==> config.mk <==
export PLATFORM = sky130hd
export DESIGN_NAME = unicore_uncore
export DESIGN_NICKNAME = d
export VERILOG_FILES = /design/src/hdl/unicore_pkg.sv /design/src/hdl/two_fifo.sv /design/src/hdl/cmd_router.sv /design/src/hdl/resp_router.sv /design/src/hdl/cfg_regs.sv /design/src/hdl/clint_slice.sv /design/src/hdl/loopback.sv /design/src/hdl/unicore_uncore.sv
export SDC_FILE = /design/constraint.sdc
export NUM_CORES = 2
export LEC_CHECK = 0
export BUFFER_PORTS_ARGS = -buffer_cell sky130_fd_sc_hd__buf_2
export CORE_AREA = 2 2 400 402
export DETAILED_ROUTE_END_ITERATION = 7
export DIE_AREA = 0 0 402 404
export PLACE_DENSITY = 0.59
export SLEW_MARGIN = 20
export SYNTH_ARGS = -nofsm -noshare
export SYNTH_HDL_FRONTEND = slang
export SYNTH_SLANG_ARGS = --single-unit
export TNS_END_PERCENT = 20
==> constraint.sdc <==
create_clock -name clk_i -period 7.8 [get_ports clk_i]
set_clock_uncertainty 0.05 [all_clocks]
set_input_delay 0.78 -clock clk_i [delete_from_list [all_inputs] [get_ports clk_i]]
set_output_delay 0.78 -clock clk_i [all_outputs]
set_load 0.02 [all_outputs]
==> src/hdl/unicore_pkg.sv <==
package unicore_pkg;

  localparam int paddr_width_lp  = 32;
  localparam int data_width_lp   = 64;
  localparam int lce_id_width_lp = 2;

  // Requesters, in rising arbitration priority
  localparam int num_req_lp    = 3;
  localparam int req_icache_lp = 0;
  localparam int req_dcache_lp = 1;
  localparam int req_io_lp     = 2;

  localparam int num_dev_lp = 5;

  typedef enum logic [1:0]
  {
    e_mem_rd = 2'b00
    , e_mem_wr = 2'b01
  } msg_type_e;

  typedef struct packed
  {
    msg_type_e                  msg_type;
    logic [paddr_width_lp-1:0]  addr;
    logic [lce_id_width_lp-1:0] lce_id;
    logic [data_width_lp-1:0]   data;
  } mem_msg_t;

  // Local memory map
  localparam logic [paddr_width_lp-1:0] dram_base_lp = 32'h8000_0000;
  localparam int dev_lsb_lp = 20;

  localparam logic [3:0] boot_dev_lp  = 4'd0;
  localparam logic [3:0] clint_dev_lp = 4'd1;
  localparam logic [3:0] cfg_dev_lp   = 4'd2;
  localparam logic [3:0] host_dev_lp  = 4'd3;
  localparam logic [3:0] cache_dev_lp = 4'd4;

  localparam logic [15:0] cfg_freeze_off_lp     = 16'h0000;
  localparam logic [15:0] clint_msip_off_lp     = 16'h0000;
  localparam logic [15:0] clint_mtimecmp_off_lp = 16'h4000;
  localparam logic [15:0] clint_mtime_off_lp    = 16'hBFF8;

  // Command targets; the index order is also the response priority, highest last
  typedef enum logic [2:0]
  {
    e_dev_cfg = 3'd0
    , e_dev_clint = 3'd1
    , e_dev_io = 3'd2
    , e_dev_mem = 3'd3
    , e_dev_loopback = 3'd4
  } dev_e;

endpackage

==> src/hdl/two_fifo.sv <==
`timescale 1ns/1ps

module two_fifo
  import unicore_pkg::*;
(
  input  logic     clk_i
  , input  logic     rst_i

  , input  mem_msg_t data_i
  , input  logic     v_i
  , output logic     ready_o

  , output mem_msg_t data_o
  , output logic     v_o
  , input  logic     yumi_i
);

  mem_msg_t mem_r [0:1];
  logic     wr_ptr_r, rd_ptr_r;
  logic     full_r, empty_r;
  logic     enq, deq;

  assign ready_o = ~full_r;
  assign v_o     = ~empty_r;
  assign data_o  = mem_r[rd_ptr_r];

  assign enq = v_i & ~full_r;
  assign deq = yumi_i;

  always_ff @(posedge clk_i)
  begin
    if (rst_i)
    begin
      wr_ptr_r <= 1'b0;
      rd_ptr_r <= 1'b0;
      full_r   <= 1'b0;
      empty_r  <= 1'b1;
    end
    else
    begin
      if (enq)
        wr_ptr_r <= ~wr_ptr_r;
      if (deq)
        rd_ptr_r <= ~rd_ptr_r;
      // Occupancy only moves when exactly one side fires
      if (enq && !deq)
      begin
        empty_r <= 1'b0;
        full_r  <= ~empty_r;
      end
      else if (deq && !enq)
      begin
        full_r  <= 1'b0;
        empty_r <= ~full_r;
      end
    end
  end

  always_ff @(posedge clk_i)
  begin
    if (enq)
      mem_r[wr_ptr_r] <= data_i;
  end

  a_yumi_needs_valid: assert property (@(posedge clk_i) disable iff (rst_i) yumi_i |-> v_o);

endmodule

==> src/hdl/cmd_router.sv <==
`timescale 1ns/1ps

module cmd_router
  import unicore_pkg::*;
(
  input  logic                      clk_i
  , input  logic                      rst_i

  , input  mem_msg_t [num_req_lp-1:0] head_i
  , input  logic [num_req_lp-1:0]     head_v_i
  , output logic [num_req_lp-1:0]     head_yumi_o

  , input  logic [num_dev_lp-1:0]     dev_ready_i
  , output mem_msg_t                  cmd_o
  , output logic [num_dev_lp-1:0]     dev_v_o
);

  logic                       all_ready;
  logic                       granted;
  logic [$bits(mem_msg_t)-1:0] sel_bits;
  logic                       local_cmd;
  logic [3:0]                 dev_field;
  logic [num_dev_lp-1:0]      dev_sel;

  // One blocked target holds off every requester
  assign all_ready = &dev_ready_i;

  // Fixed priority: io, then dcache, then icache
  assign head_yumi_o[req_io_lp]     = all_ready & head_v_i[req_io_lp];
  assign head_yumi_o[req_dcache_lp] = all_ready & head_v_i[req_dcache_lp]
                                    & ~head_v_i[req_io_lp];
  assign head_yumi_o[req_icache_lp] = all_ready & head_v_i[req_icache_lp]
                                    & ~head_v_i[req_dcache_lp] & ~head_v_i[req_io_lp];

  assign granted = |head_yumi_o;

  // One-hot mux of the granted head
  always_comb
  begin
    sel_bits = '0;
    for (int i = 0; i < num_req_lp; i++)
    begin
      sel_bits = sel_bits | ({$bits(mem_msg_t){head_yumi_o[i]}} & head_i[i]);
    end
  end

  assign cmd_o = mem_msg_t'(sel_bits);

  assign local_cmd = (cmd_o.addr < dram_base_lp);
  assign dev_field = cmd_o.addr[dev_lsb_lp +: 4];

  always_comb
  begin
    dev_sel = '0;
    if (!local_cmd)
      dev_sel[e_dev_mem] = 1'b1;
    else
    begin
      case (dev_field)
        cfg_dev_lp:                dev_sel[e_dev_cfg]      = 1'b1;
        clint_dev_lp:              dev_sel[e_dev_clint]    = 1'b1;
        boot_dev_lp, host_dev_lp:  dev_sel[e_dev_io]       = 1'b1;
        cache_dev_lp:              dev_sel[e_dev_mem]      = 1'b1;
        default:                   dev_sel[e_dev_loopback] = 1'b1;
      endcase
    end
  end

  assign dev_v_o = dev_sel & {num_dev_lp{granted}};

  a_grant_onehot: assert property (@(posedge clk_i) disable iff (rst_i)
    $onehot0(head_yumi_o));

  // A granted command reaches exactly one target
  a_one_target: assert property (@(posedge clk_i) disable iff (rst_i)
    granted |-> $onehot(dev_v_o));

endmodule

==> src/hdl/resp_router.sv <==
`timescale 1ns/1ps

module resp_router
  import unicore_pkg::*;
(
  input  logic                      clk_i
  , input  logic                      rst_i

  , input  mem_msg_t [num_dev_lp-1:0] dev_resp_i
  , input  logic [num_dev_lp-1:0]     dev_resp_v_i
  , output logic [num_dev_lp-1:0]     dev_resp_yumi_o

  , input  logic [num_req_lp-1:0]     queue_ready_i
  , output mem_msg_t                  resp_o
  , output logic [num_req_lp-1:0]     queue_v_o
);

  logic                        all_ready;
  logic                        granted;
  logic [$bits(mem_msg_t)-1:0] sel_bits;

  // A full response queue stalls every target
  assign all_ready = &queue_ready_i;

  // Highest index wins: loopback, mem, io, clint, cfg
  always_comb
  begin
    logic found;
    found           = 1'b0;
    dev_resp_yumi_o = '0;
    for (int i = num_dev_lp-1; i >= 0; i--)
    begin
      if (dev_resp_v_i[i] && !found)
      begin
        dev_resp_yumi_o[i] = all_ready;
        found              = 1'b1;
      end
    end
  end

  assign granted = |dev_resp_yumi_o;

  always_comb
  begin
    sel_bits = '0;
    for (int i = 0; i < num_dev_lp; i++)
    begin
      sel_bits = sel_bits | ({$bits(mem_msg_t){dev_resp_yumi_o[i]}} & dev_resp_i[i]);
    end
  end

  assign resp_o = mem_msg_t'(sel_bits);

  for (genvar q = 0; q < num_req_lp; q++)
  begin : steer
    assign queue_v_o[q] = granted & (resp_o.lce_id == lce_id_width_lp'(q));
  end

  // Targets must echo a requester id that exists
  a_lce_id_range: assert property (@(posedge clk_i) disable iff (rst_i)
    granted |-> (resp_o.lce_id < num_req_lp));

endmodule

==> src/hdl/cfg_regs.sv <==
`timescale 1ns/1ps

module cfg_regs
  import unicore_pkg::*;
(
  input  logic     clk_i
  , input  logic     rst_i

  , input  mem_msg_t cmd_i
  , input  logic     cmd_v_i
  , output logic     cmd_ready_o

  , output mem_msg_t resp_o
  , output logic     resp_v_o
  , input  logic     resp_yumi_i

  , output logic     freeze_o
);

  logic     freeze_r;
  logic     resp_v_r;
  mem_msg_t resp_r;
  logic     cmd_fire;
  logic     is_write;
  logic     is_freeze;

  assign cmd_ready_o = ~resp_v_r;
  assign cmd_fire    = cmd_v_i & cmd_ready_o;
  assign is_write    = (cmd_i.msg_type == e_mem_wr);
  assign is_freeze   = (cmd_i.addr[15:0] == cfg_freeze_off_lp);

  always_ff @(posedge clk_i)
  begin
    if (rst_i)
    begin
      resp_v_r <= 1'b0;
      // Core comes out of reset held in freeze
      freeze_r <= 1'b1;
    end
    else
    begin
      if (cmd_fire)
        resp_v_r <= 1'b1;
      else if (resp_yumi_i)
        resp_v_r <= 1'b0;
      if (cmd_fire && is_write && is_freeze)
        freeze_r <= cmd_i.data[0];
    end
  end

  always_ff @(posedge clk_i)
  begin
    if (cmd_fire)
    begin
      resp_r.msg_type <= cmd_i.msg_type;
      resp_r.addr     <= cmd_i.addr;
      resp_r.lce_id   <= cmd_i.lce_id;
      resp_r.data     <= (!is_write && is_freeze) ? data_width_lp'(freeze_r) : '0;
    end
  end

  assign resp_o   = resp_r;
  assign resp_v_o = resp_v_r;
  assign freeze_o = freeze_r;

endmodule

==> src/hdl/clint_slice.sv <==
`timescale 1ns/1ps

module clint_slice
  import unicore_pkg::*;
(
  input  logic     clk_i
  , input  logic     rst_i

  , input  mem_msg_t cmd_i
  , input  logic     cmd_v_i
  , output logic     cmd_ready_o

  , output mem_msg_t resp_o
  , output logic     resp_v_o
  , input  logic     resp_yumi_i

  , output logic     timer_irq_o
  , output logic     software_irq_o
);

  logic [data_width_lp-1:0] mtime_r;
  logic [data_width_lp-1:0] mtimecmp_r;
  logic                     msip_r;
  logic                     resp_v_r;
  mem_msg_t                 resp_r;
  logic                     cmd_fire;
  logic                     is_write;
  logic [15:0]              offset;
  logic [data_width_lp-1:0] rd_data;

  assign cmd_ready_o = ~resp_v_r;
  assign cmd_fire    = cmd_v_i & cmd_ready_o;
  assign is_write    = (cmd_i.msg_type == e_mem_wr);
  assign offset      = cmd_i.addr[15:0];

  always_comb
  begin
    case (offset)
      clint_msip_off_lp:     rd_data = data_width_lp'(msip_r);
      clint_mtimecmp_off_lp: rd_data = mtimecmp_r;
      clint_mtime_off_lp:    rd_data = mtime_r;
      default:               rd_data = '0;
    endcase
  end

  always_ff @(posedge clk_i)
  begin
    if (rst_i)
    begin
      mtime_r    <= '0;
      // All ones keeps the timer interrupt quiet until software programs it
      mtimecmp_r <= '1;
      msip_r     <= 1'b0;
      resp_v_r   <= 1'b0;
    end
    else
    begin
      mtime_r <= mtime_r + 1'b1;
      if (cmd_fire)
        resp_v_r <= 1'b1;
      else if (resp_yumi_i)
        resp_v_r <= 1'b0;
      if (cmd_fire && is_write && offset == clint_msip_off_lp)
        msip_r <= cmd_i.data[0];
      if (cmd_fire && is_write && offset == clint_mtimecmp_off_lp)
        mtimecmp_r <= cmd_i.data;
    end
  end

  always_ff @(posedge clk_i)
  begin
    if (cmd_fire)
    begin
      resp_r.msg_type <= cmd_i.msg_type;
      resp_r.addr     <= cmd_i.addr;
      resp_r.lce_id   <= cmd_i.lce_id;
      resp_r.data     <= is_write ? '0 : rd_data;
    end
  end

  assign resp_o         = resp_r;
  assign resp_v_o       = resp_v_r;
  assign timer_irq_o    = (mtime_r >= mtimecmp_r);
  assign software_irq_o = msip_r;

endmodule

==> src/hdl/loopback.sv <==
`timescale 1ns/1ps

module loopback
  import unicore_pkg::*;
(
  input  logic     clk_i
  , input  logic     rst_i

  , input  mem_msg_t cmd_i
  , input  logic     cmd_v_i
  , output logic     cmd_ready_o

  , output mem_msg_t resp_o
  , output logic     resp_v_o
  , input  logic     resp_yumi_i
);

  logic     resp_v_r;
  mem_msg_t resp_r;
  logic     cmd_fire;

  assign cmd_ready_o = ~resp_v_r;
  assign cmd_fire    = cmd_v_i & cmd_ready_o;

  always_ff @(posedge clk_i)
  begin
    if (rst_i)
      resp_v_r <= 1'b0;
    else if (cmd_fire)
      resp_v_r <= 1'b1;
    else if (resp_yumi_i)
      resp_v_r <= 1'b0;
  end

  // Unmapped space reads as zero and drops writes
  always_ff @(posedge clk_i)
  begin
    if (cmd_fire)
    begin
      resp_r.msg_type <= cmd_i.msg_type;
      resp_r.addr     <= cmd_i.addr;
      resp_r.lce_id   <= cmd_i.lce_id;
      resp_r.data     <= '0;
    end
  end

  assign resp_o   = resp_r;
  assign resp_v_o = resp_v_r;

endmodule

==> src/hdl/unicore_uncore.sv <==
`timescale 1ns/1ps

module unicore_uncore
  import unicore_pkg::*;
(
  input  logic     clk_i
  , input  logic     rst_i

  , input  mem_msg_t icache_cmd_i
  , input  logic     icache_cmd_v_i
  , output logic     icache_cmd_ready_o
  , output mem_msg_t icache_resp_o
  , output logic     icache_resp_v_o
  , input  logic     icache_resp_yumi_i

  , input  mem_msg_t dcache_cmd_i
  , input  logic     dcache_cmd_v_i
  , output logic     dcache_cmd_ready_o
  , output mem_msg_t dcache_resp_o
  , output logic     dcache_resp_v_o
  , input  logic     dcache_resp_yumi_i

  , input  mem_msg_t io_in_cmd_i
  , input  logic     io_in_cmd_v_i
  , output logic     io_in_cmd_ready_o
  , output mem_msg_t io_in_resp_o
  , output logic     io_in_resp_v_o
  , input  logic     io_in_resp_yumi_i

  , output mem_msg_t io_cmd_o
  , output logic     io_cmd_v_o
  , input  logic     io_cmd_ready_i
  , input  mem_msg_t io_resp_i
  , input  logic     io_resp_v_i
  , output logic     io_resp_yumi_o

  , output mem_msg_t mem_cmd_o
  , output logic     mem_cmd_v_o
  , input  logic     mem_cmd_ready_i
  , input  mem_msg_t mem_resp_i
  , input  logic     mem_resp_v_i
  , output logic     mem_resp_yumi_o

  , output logic     freeze_o
  , output logic     timer_irq_o
  , output logic     software_irq_o
);

  mem_msg_t [num_req_lp-1:0] req_cmd, req_resp, head;
  logic [num_req_lp-1:0]     req_cmd_v, req_cmd_ready, req_resp_v, req_resp_yumi;
  logic [num_req_lp-1:0]     head_v, head_yumi, rq_v, rq_ready;
  mem_msg_t                  routed_cmd, routed_resp;
  mem_msg_t [num_dev_lp-1:0] dev_resp;
  logic [num_dev_lp-1:0]     dev_v, dev_ready, dev_resp_v, dev_resp_yumi;

  // Requester ports onto the queue arrays
  assign req_cmd[req_icache_lp]   = icache_cmd_i;
  assign req_cmd_v[req_icache_lp] = icache_cmd_v_i;
  assign req_cmd[req_dcache_lp]   = dcache_cmd_i;
  assign req_cmd_v[req_dcache_lp] = dcache_cmd_v_i;
  assign req_cmd[req_io_lp]       = io_in_cmd_i;
  assign req_cmd_v[req_io_lp]     = io_in_cmd_v_i;

  assign icache_cmd_ready_o = req_cmd_ready[req_icache_lp];
  assign dcache_cmd_ready_o = req_cmd_ready[req_dcache_lp];
  assign io_in_cmd_ready_o  = req_cmd_ready[req_io_lp];

  assign icache_resp_o   = req_resp[req_icache_lp];
  assign icache_resp_v_o = req_resp_v[req_icache_lp];
  assign dcache_resp_o   = req_resp[req_dcache_lp];
  assign dcache_resp_v_o = req_resp_v[req_dcache_lp];
  assign io_in_resp_o    = req_resp[req_io_lp];
  assign io_in_resp_v_o  = req_resp_v[req_io_lp];

  assign req_resp_yumi[req_icache_lp] = icache_resp_yumi_i;
  assign req_resp_yumi[req_dcache_lp] = dcache_resp_yumi_i;
  assign req_resp_yumi[req_io_lp]     = io_in_resp_yumi_i;

  for (genvar i = 0; i < num_req_lp; i++)
  begin : req
    two_fifo cmd_fifo
    (
      .clk_i(clk_i), .rst_i(rst_i)
      , .data_i(req_cmd[i]), .v_i(req_cmd_v[i]), .ready_o(req_cmd_ready[i])
      , .data_o(head[i]), .v_o(head_v[i]), .yumi_i(head_yumi[i])
    );

    two_fifo resp_fifo
    (
      .clk_i(clk_i), .rst_i(rst_i)
      , .data_i(routed_resp), .v_i(rq_v[i]), .ready_o(rq_ready[i])
      , .data_o(req_resp[i]), .v_o(req_resp_v[i]), .yumi_i(req_resp_yumi[i])
    );
  end

  cmd_router cmd_rtr
  (
    .clk_i(clk_i), .rst_i(rst_i)
    , .head_i(head), .head_v_i(head_v), .head_yumi_o(head_yumi)
    , .dev_ready_i(dev_ready), .cmd_o(routed_cmd), .dev_v_o(dev_v)
  );

  resp_router resp_rtr
  (
    .clk_i(clk_i), .rst_i(rst_i)
    , .dev_resp_i(dev_resp), .dev_resp_v_i(dev_resp_v), .dev_resp_yumi_o(dev_resp_yumi)
    , .queue_ready_i(rq_ready), .resp_o(routed_resp), .queue_v_o(rq_v)
  );

  // The memory port is the direct path; outgoing I/O is a plain target
  assign io_cmd_o                = routed_cmd;
  assign io_cmd_v_o              = dev_v[e_dev_io];
  assign dev_ready[e_dev_io]     = io_cmd_ready_i;
  assign dev_resp[e_dev_io]      = io_resp_i;
  assign dev_resp_v[e_dev_io]    = io_resp_v_i;
  assign io_resp_yumi_o          = dev_resp_yumi[e_dev_io];

  assign mem_cmd_o               = routed_cmd;
  assign mem_cmd_v_o             = dev_v[e_dev_mem];
  assign dev_ready[e_dev_mem]    = mem_cmd_ready_i;
  assign dev_resp[e_dev_mem]     = mem_resp_i;
  assign dev_resp_v[e_dev_mem]   = mem_resp_v_i;
  assign mem_resp_yumi_o         = dev_resp_yumi[e_dev_mem];

  cfg_regs cfg
  (
    .clk_i(clk_i), .rst_i(rst_i)
    , .cmd_i(routed_cmd), .cmd_v_i(dev_v[e_dev_cfg]), .cmd_ready_o(dev_ready[e_dev_cfg])
    , .resp_o(dev_resp[e_dev_cfg]), .resp_v_o(dev_resp_v[e_dev_cfg])
    , .resp_yumi_i(dev_resp_yumi[e_dev_cfg])
    , .freeze_o(freeze_o)
  );

  clint_slice clint
  (
    .clk_i(clk_i), .rst_i(rst_i)
    , .cmd_i(routed_cmd), .cmd_v_i(dev_v[e_dev_clint]), .cmd_ready_o(dev_ready[e_dev_clint])
    , .resp_o(dev_resp[e_dev_clint]), .resp_v_o(dev_resp_v[e_dev_clint])
    , .resp_yumi_i(dev_resp_yumi[e_dev_clint])
    , .timer_irq_o(timer_irq_o), .software_irq_o(software_irq_o)
  );

  loopback lpbk
  (
    .clk_i(clk_i), .rst_i(rst_i)
    , .cmd_i(routed_cmd), .cmd_v_i(dev_v[e_dev_loopback])
    , .cmd_ready_o(dev_ready[e_dev_loopback])
    , .resp_o(dev_resp[e_dev_loopback]), .resp_v_o(dev_resp_v[e_dev_loopback])
    , .resp_yumi_i(dev_resp_yumi[e_dev_loopback])
  );

endmodule

## Word-level counts from Yosys, hierarchy flattened

Memory sizes are Yosys's and may differ from the RTL's. A register that Yosys moved wholly into a read port is not among the register bits.
Index checks and enable logic that the tools add are counted.

- Memory bits (writable): 1200
- Logic and storage cells: 250
- Output and inout port bits: 513
- Register bits: 393
- Memories kept: 6
- Bits of input ports: 512

Memory list:

| memory | words | bits a word | rd ports | clocked after memory_dff | write ports | line | source |
|---|---|---|---|---|---|---|---|
| req[0].cmd_fifo.mem_r | 2 | 100 | 1 | 1 | 1 | two_fifo.sv:18 | `mem_msg_t mem_r [0:1];` |
| req[0].resp_fifo.mem_r | 2 | 100 | 1 | 1 | 1 | two_fifo.sv:18 |  |
| req[1].cmd_fifo.mem_r | 2 | 100 | 1 | 1 | 1 | two_fifo.sv:18 |  |
| req[1].resp_fifo.mem_r | 2 | 100 | 1 | 1 | 1 | two_fifo.sv:18 |  |
| req[2].cmd_fifo.mem_r | 2 | 100 | 1 | 1 | 1 | two_fifo.sv:18 |  |
| req[2].resp_fifo.mem_r | 2 | 100 | 1 | 1 | 1 | two_fifo.sv:18 |  |

- Bitwise operators: 60
- Reduce and logical (&&, ||, !) cells: 57
- Equality and inequality tests: 9
- Muxes and demuxes: 72
- $lt $le $gt $ge: 2
- $add $sub $neg: 1

Operators by type and width:

| kind | count |
|---|---|
| 100-bit bitwise AND | 8 |
| 100-bit bitwise OR | 6 |
| 64-bit case mux with 3 select lines | 1 |
| 1-bit two-way mux | 70 |
| 64-bit by 1-bit adder with 64-bit output, second input constant | 1 |
| 64-bit >= comparator | 1 |
| 32-bit < comparator, second input constant | 1 |
| 1-bit NOT | 27 |
| 1-bit logical AND | 22 |
| 1-bit bitwise AND | 18 |
| 2-bit nonzero test | 9 |
| 1-bit logical NOT | 17 |
| 16-bit by 15-bit equality test with 1-bit output, second input constant | 1 |
| 16-bit equality test, second input constant | 1 |
| 16-bit logical NOT | 1 |
| 5-bit OR reduction | 2 |
| 4-bit by 2-bit equality test with 1-bit output, second input constant | 2 |
| 5-bit bitwise AND | 1 |
| 5-bit AND reduction | 1 |
| 2-bit by 1-bit equality test with 1-bit output, second input constant | 2 |
| 4-bit by 1-bit equality test with 1-bit output, second input constant | 1 |
| 4-bit by 3-bit equality test with 1-bit output, second input constant | 1 |
| 4-bit logical NOT | 1 |
| 3-bit two-way mux | 1 |
| other kinds (5) | 5 |

## Longest topological paths before layout

- Word-level depth: 25
- Mapped depth: 13
- Gate-level depth less buffers: 9

## Modules after synthesis

Synthesis repeated with hierarchy kept, for this count alone.

- Cell total of the unflattened synthesis: 4218
- Area, all modules: 65109.9 µm²

By module, submodules not included:

| module | instances | area each (µm²) | cells an instance |
|---|---|---|---|
| two_fifo | 6 | 7452.1 | 333 |
| clint_slice | 1 | 10556.4 | 1049 |
| resp_router | 1 | 3862.5 | 487 |
| cmd_router | 1 | 1873.0 | 359 |
| cfg_regs | 1 | 1745.4 | 119 |
| loopback | 1 | 1609.0 | 106 |
| unicore_uncore | 1 | 750.7 | 100 |

## Worst setup path after synthesis

No wires, ideal clock.

- Kind: input port to flip-flop
- From: input mem_resp_v_i
- To: memory req[2].resp_fifo.mem_r[0][0] (netlist name), enable pin
- Slack: 0.626 ns
- Data required time: 7.178 ns
- Data arrival time: 6.552 ns
- Stages on the path: 7
- Buffers on the path: 1
- Cell sequence: nor3_1 -> and3_1 -> clkbuf_1 -> a22oi_1 -> nand3_1 -> and2_1 -> nor2b_1

RTL lines:

| what | line | source |
|---|---|---|
| from (decl) | unicore_uncore.sv:41 | `, input logic mem_resp_v_i` |
| to (decl) | two_fifo.sv:18 |  |

==> metrics.cfg <==
[drt]
viasPerCell=5.46
wire_per_inst_um=28.4
drtAntennaViolNets=0
first_iter_violations=3570
vias=38700
drt_pass1_iterations=7
routed_wl_um=201000
remaining_drc_errors=0

[sta]
fin_tns_setup_ns=0
relSlewSlack_pct=19.9
slew_viol_final=0
hold_violations=0
finalWorstPathRequiredPeriod_ns=5.39
max_freq_mhz=186
finalSetupViolCount=0
tightestPinTransition_ns=1.19
rsz0062_at_grt=false
fin_crit_sh_pct=69.1
fin_ws_ns=2.41

[worst_hold_path]
hold_start=dcache_cmd_i[22]
min_path_type=input port to register

[synth]
async_flop_share_pct=0
synth-simple-area-share_pct=4.58
synth_top_family_by_area=multiplexers
synth_compound_area_share_pct=7.04
synth_cells=3914
syn_nets=4497
synth_warnings=0
synth-edff-count=1373
syn_avg_cell_area_um2=15.8
synth.cell_area_um2=61900
synthXorXnorAreaFrac_pct=0.877
ys_seq_elements=1536
ys_seq_area_share_pct=71.8
synthFlopType=edfxtp_1
synthAdderAreaFrac_pct=1.43
synth_cell_types=68
muxShareOfSynthArea_pct=10.5

[floorplan]
initial_core_util_pct=39.2
dieWidth_um=402
core_um2=158000
ioPinCount=1025
rows=146
dieArea_um2=162000
die_h_um=404

[clock_network]
insertion_delay_ns=0.81
clockBufferDepth=3
path_clk_slew_ns=0.06
cts_made_buffers=166
post_cts_resized=0
cts_setup_buffers=0
cts.sinks=1536
cts_tree=yes
htreeDepth=4
cts_root_buf=clkbuf_16
hold_buffers=0

[critical_path]
endpoint_kind=register
critPathKind=register to register
worstPathMaxFanout=59
worstPathCellList=buf_4 > mux2_2 > a222oi_1 > nor2_1 > nand4b_1 > or4_4 > buf_4 > nor3_1 > o21ai_1
crit_path_start_kind=register
cp_data_arrival_time_ns=5.98
cpPeakStageDelay_ns=0.82
cp_slowest_cell=dfxtp_4
crit_required_ns=8.39
cpMostUsedCell=buf_4

[run_status]
run_status=complete, no violations

[final_layout]
multiInputGateArea_um2=15300
area_growth_pct=19.4
regArea_um2=44500
fin_cells=7082
fillers=13900
finalNetCount=5436
final_cell_area_um2=74000
drive_gt1_share_pct=35.2

[power_and_ir_drop]
pwr_density_cell_nw_per_um2=262
peakVddDrop_mv=0.219
cellLeakagePower_nw=27.1

[place]
hpwl_um=138000
placedCellCount=6757
pre_cts_slack_ns=2.47
io_buffer_count=1024
place_congestion=0.897
postPlaceCellArea_um2=68700

[grt]
grt_pass1_wl_um=279000
antenna_found_initial=72
grt_pass1_vias=37300
grt_usage_pct=24.0
grt_overflow=0
grt_max_degree=129

[run]
drv_cap=0

cell usage after synthesis, types with 61 or more instances:
library cell | number | area [um^2]
a21oi_1 | 103 | 515
a222oi_1 | 83 | 831
a22oi_1 | 140 | 1050
buf_4 | 114 | 856
clkbuf_1 | 135 | 507
dfxtp_1 | 163 | 3260
edfxtp_1 | 1373 | 41200
ha_1 | 71 | 888
inv_1 | 155 | 582
mux2_2 | 357 | 4020
mux2i_1 | 243 | 2430
nand2_1 | 70 | 263
nor2_1 | 189 | 709
nor3_1 | 62 | 310
o21ai_0 | 101 | 505
o21ai_1 | 61 | 305
o22a_1 | 77 | 674
where the power goes:
part | total (mW) | leakage (nW) | internal (mW) | switching [mW]
Combinational | 2.11 | 10.7 | 0.673 | 1.44
Sequential | 9.66 | 13.9 | 9.51 | 0.158
Clock | 7.60 | 2.57 | 4.34 | 3.27
Total | 19.4 | 27.1 | 14.5 | 4.86
sequential cells by signal (all words and copies together), names as in the netlist, named ones only:
name / flops
cfg.freeze_o: 1
cfg.resp_o: 37
cfg.resp_v_o: 1
clint.mtime_r: 64
clint.mtimecmp_r: 64
clint.resp_o: 100
clint.resp_v_o: 1
clint.software_irq_o: 1
lpbk.resp_o: 36
lpbk.resp_v_o: 1
req.cmd_fifo.empty_r: 3
req.cmd_fifo.full_r: 3
req.cmd_fifo.mem_r: 600
req.cmd_fifo.rd_ptr_r: 3
req.cmd_fifo.wr_ptr_r: 3
req.resp_fifo.empty_r: 3
req.resp_fifo.full_r: 3
req.resp_fifo.mem_r: 600
req.resp_fifo.rd_ptr_r: 3
req.resp_fifo.wr_ptr_r: 3
per-stage QoR:
| stage | util [%] | hold slack, ns | power, mW |
|---|---|---|---|
| after floorplan | - | 0.402 | 11.1 |
| after global placement | 43.5 | 0.430 | 11.9 |
| after detailed placement | 43.5 | 0.442 | 12.0 |
| after CTS | 46.8 | 0.0333 | 19.5 |
| after global routing | 46.9 | 0.0572 | 20.0 |
| final | 46.9 | 0.106 | 19.4 |
cells in the final DEF, fill, tap and decap left out, types with 71 or more instances in the layout:
| cell | n |
|---|---|
| a21oi_1 | 103 |
| inv_1 | 152 |
| mux2i_1 | 243 |
| mux2_2 | 357 |
| o22a_1 | 77 |
| edfxtp_1 | 1373 |
| o21ai_0 | 90 |
| clkbuf_16 | 168 |
| ha_1 | 71 |
| a222oi_1 | 83 |
| dfxtp_1 | 157 |
| nor2_1 | 188 |
| a22oi_1 | 140 |
| buf_2 | 1023 |
logic make-up (layout without fill, tap and decap cells):
group | count (synthesis) | count (layout)
AO/OA/AOI/OAI | 626 | 626
XOR/XNOR | 62 | 62
adder cells (fa/ha/maj) | 71 | 71
buffers and inverters | 470 | 1537
flip-flops | 1536 | 1536
multiplexers | 603 | 603
other | 0 | 29
AND/OR/NAND/NOR | 546 | 546
critical path: cells and delay by family, from the launching register on:
kind	cells	cell delay, ns
and+or+nand+nor	4	2.23
buffers and inverters	2	0.95
DFF	1	0.82
AOI/OAI and AO/OA	2	0.69
muxes	1	0.39
cell type report:
type	count	area share (%)
sequential	1536	60.2
multi-input combinational	1908	20.6
timing repair buffer	1086	7.69
clock buffer	226	6.13
tap	2072	3.50
clock inverter	70	0.977
inverter	155	0.788
antenna	29	0.0981
layer usage:
| layer | wire length, um | track usage [%] | share of wire [%] |
|---|---|---|---|
| met3 | 15300 | 5.81 | 7.6 |
| met1 | 84900 | 32.2 | 42 |
| met5 | 250 | 0 | 0.12 |
| met4 | 6570 | 9.01 | 3.3 |
| met2 | 94200 | 37.6 | 47 |
final timing paths:
path	end	slack [ns]	cells after the start
max	clint.mtimecmp_r[60]$_SDFFE_PP1P_	2.41	9
min	req[1].cmd_fifo.mem_r[1][22]$_DFFE_PP_	0.11	1
max reg2reg	clint.mtimecmp_r[60]$_SDFFE_PP1P_	2.41	9
min reg2reg	req[1].resp_fifo.empty_r$_SDFFE_PP1P_	0.45	2
(Power assumes the default switching activity.)
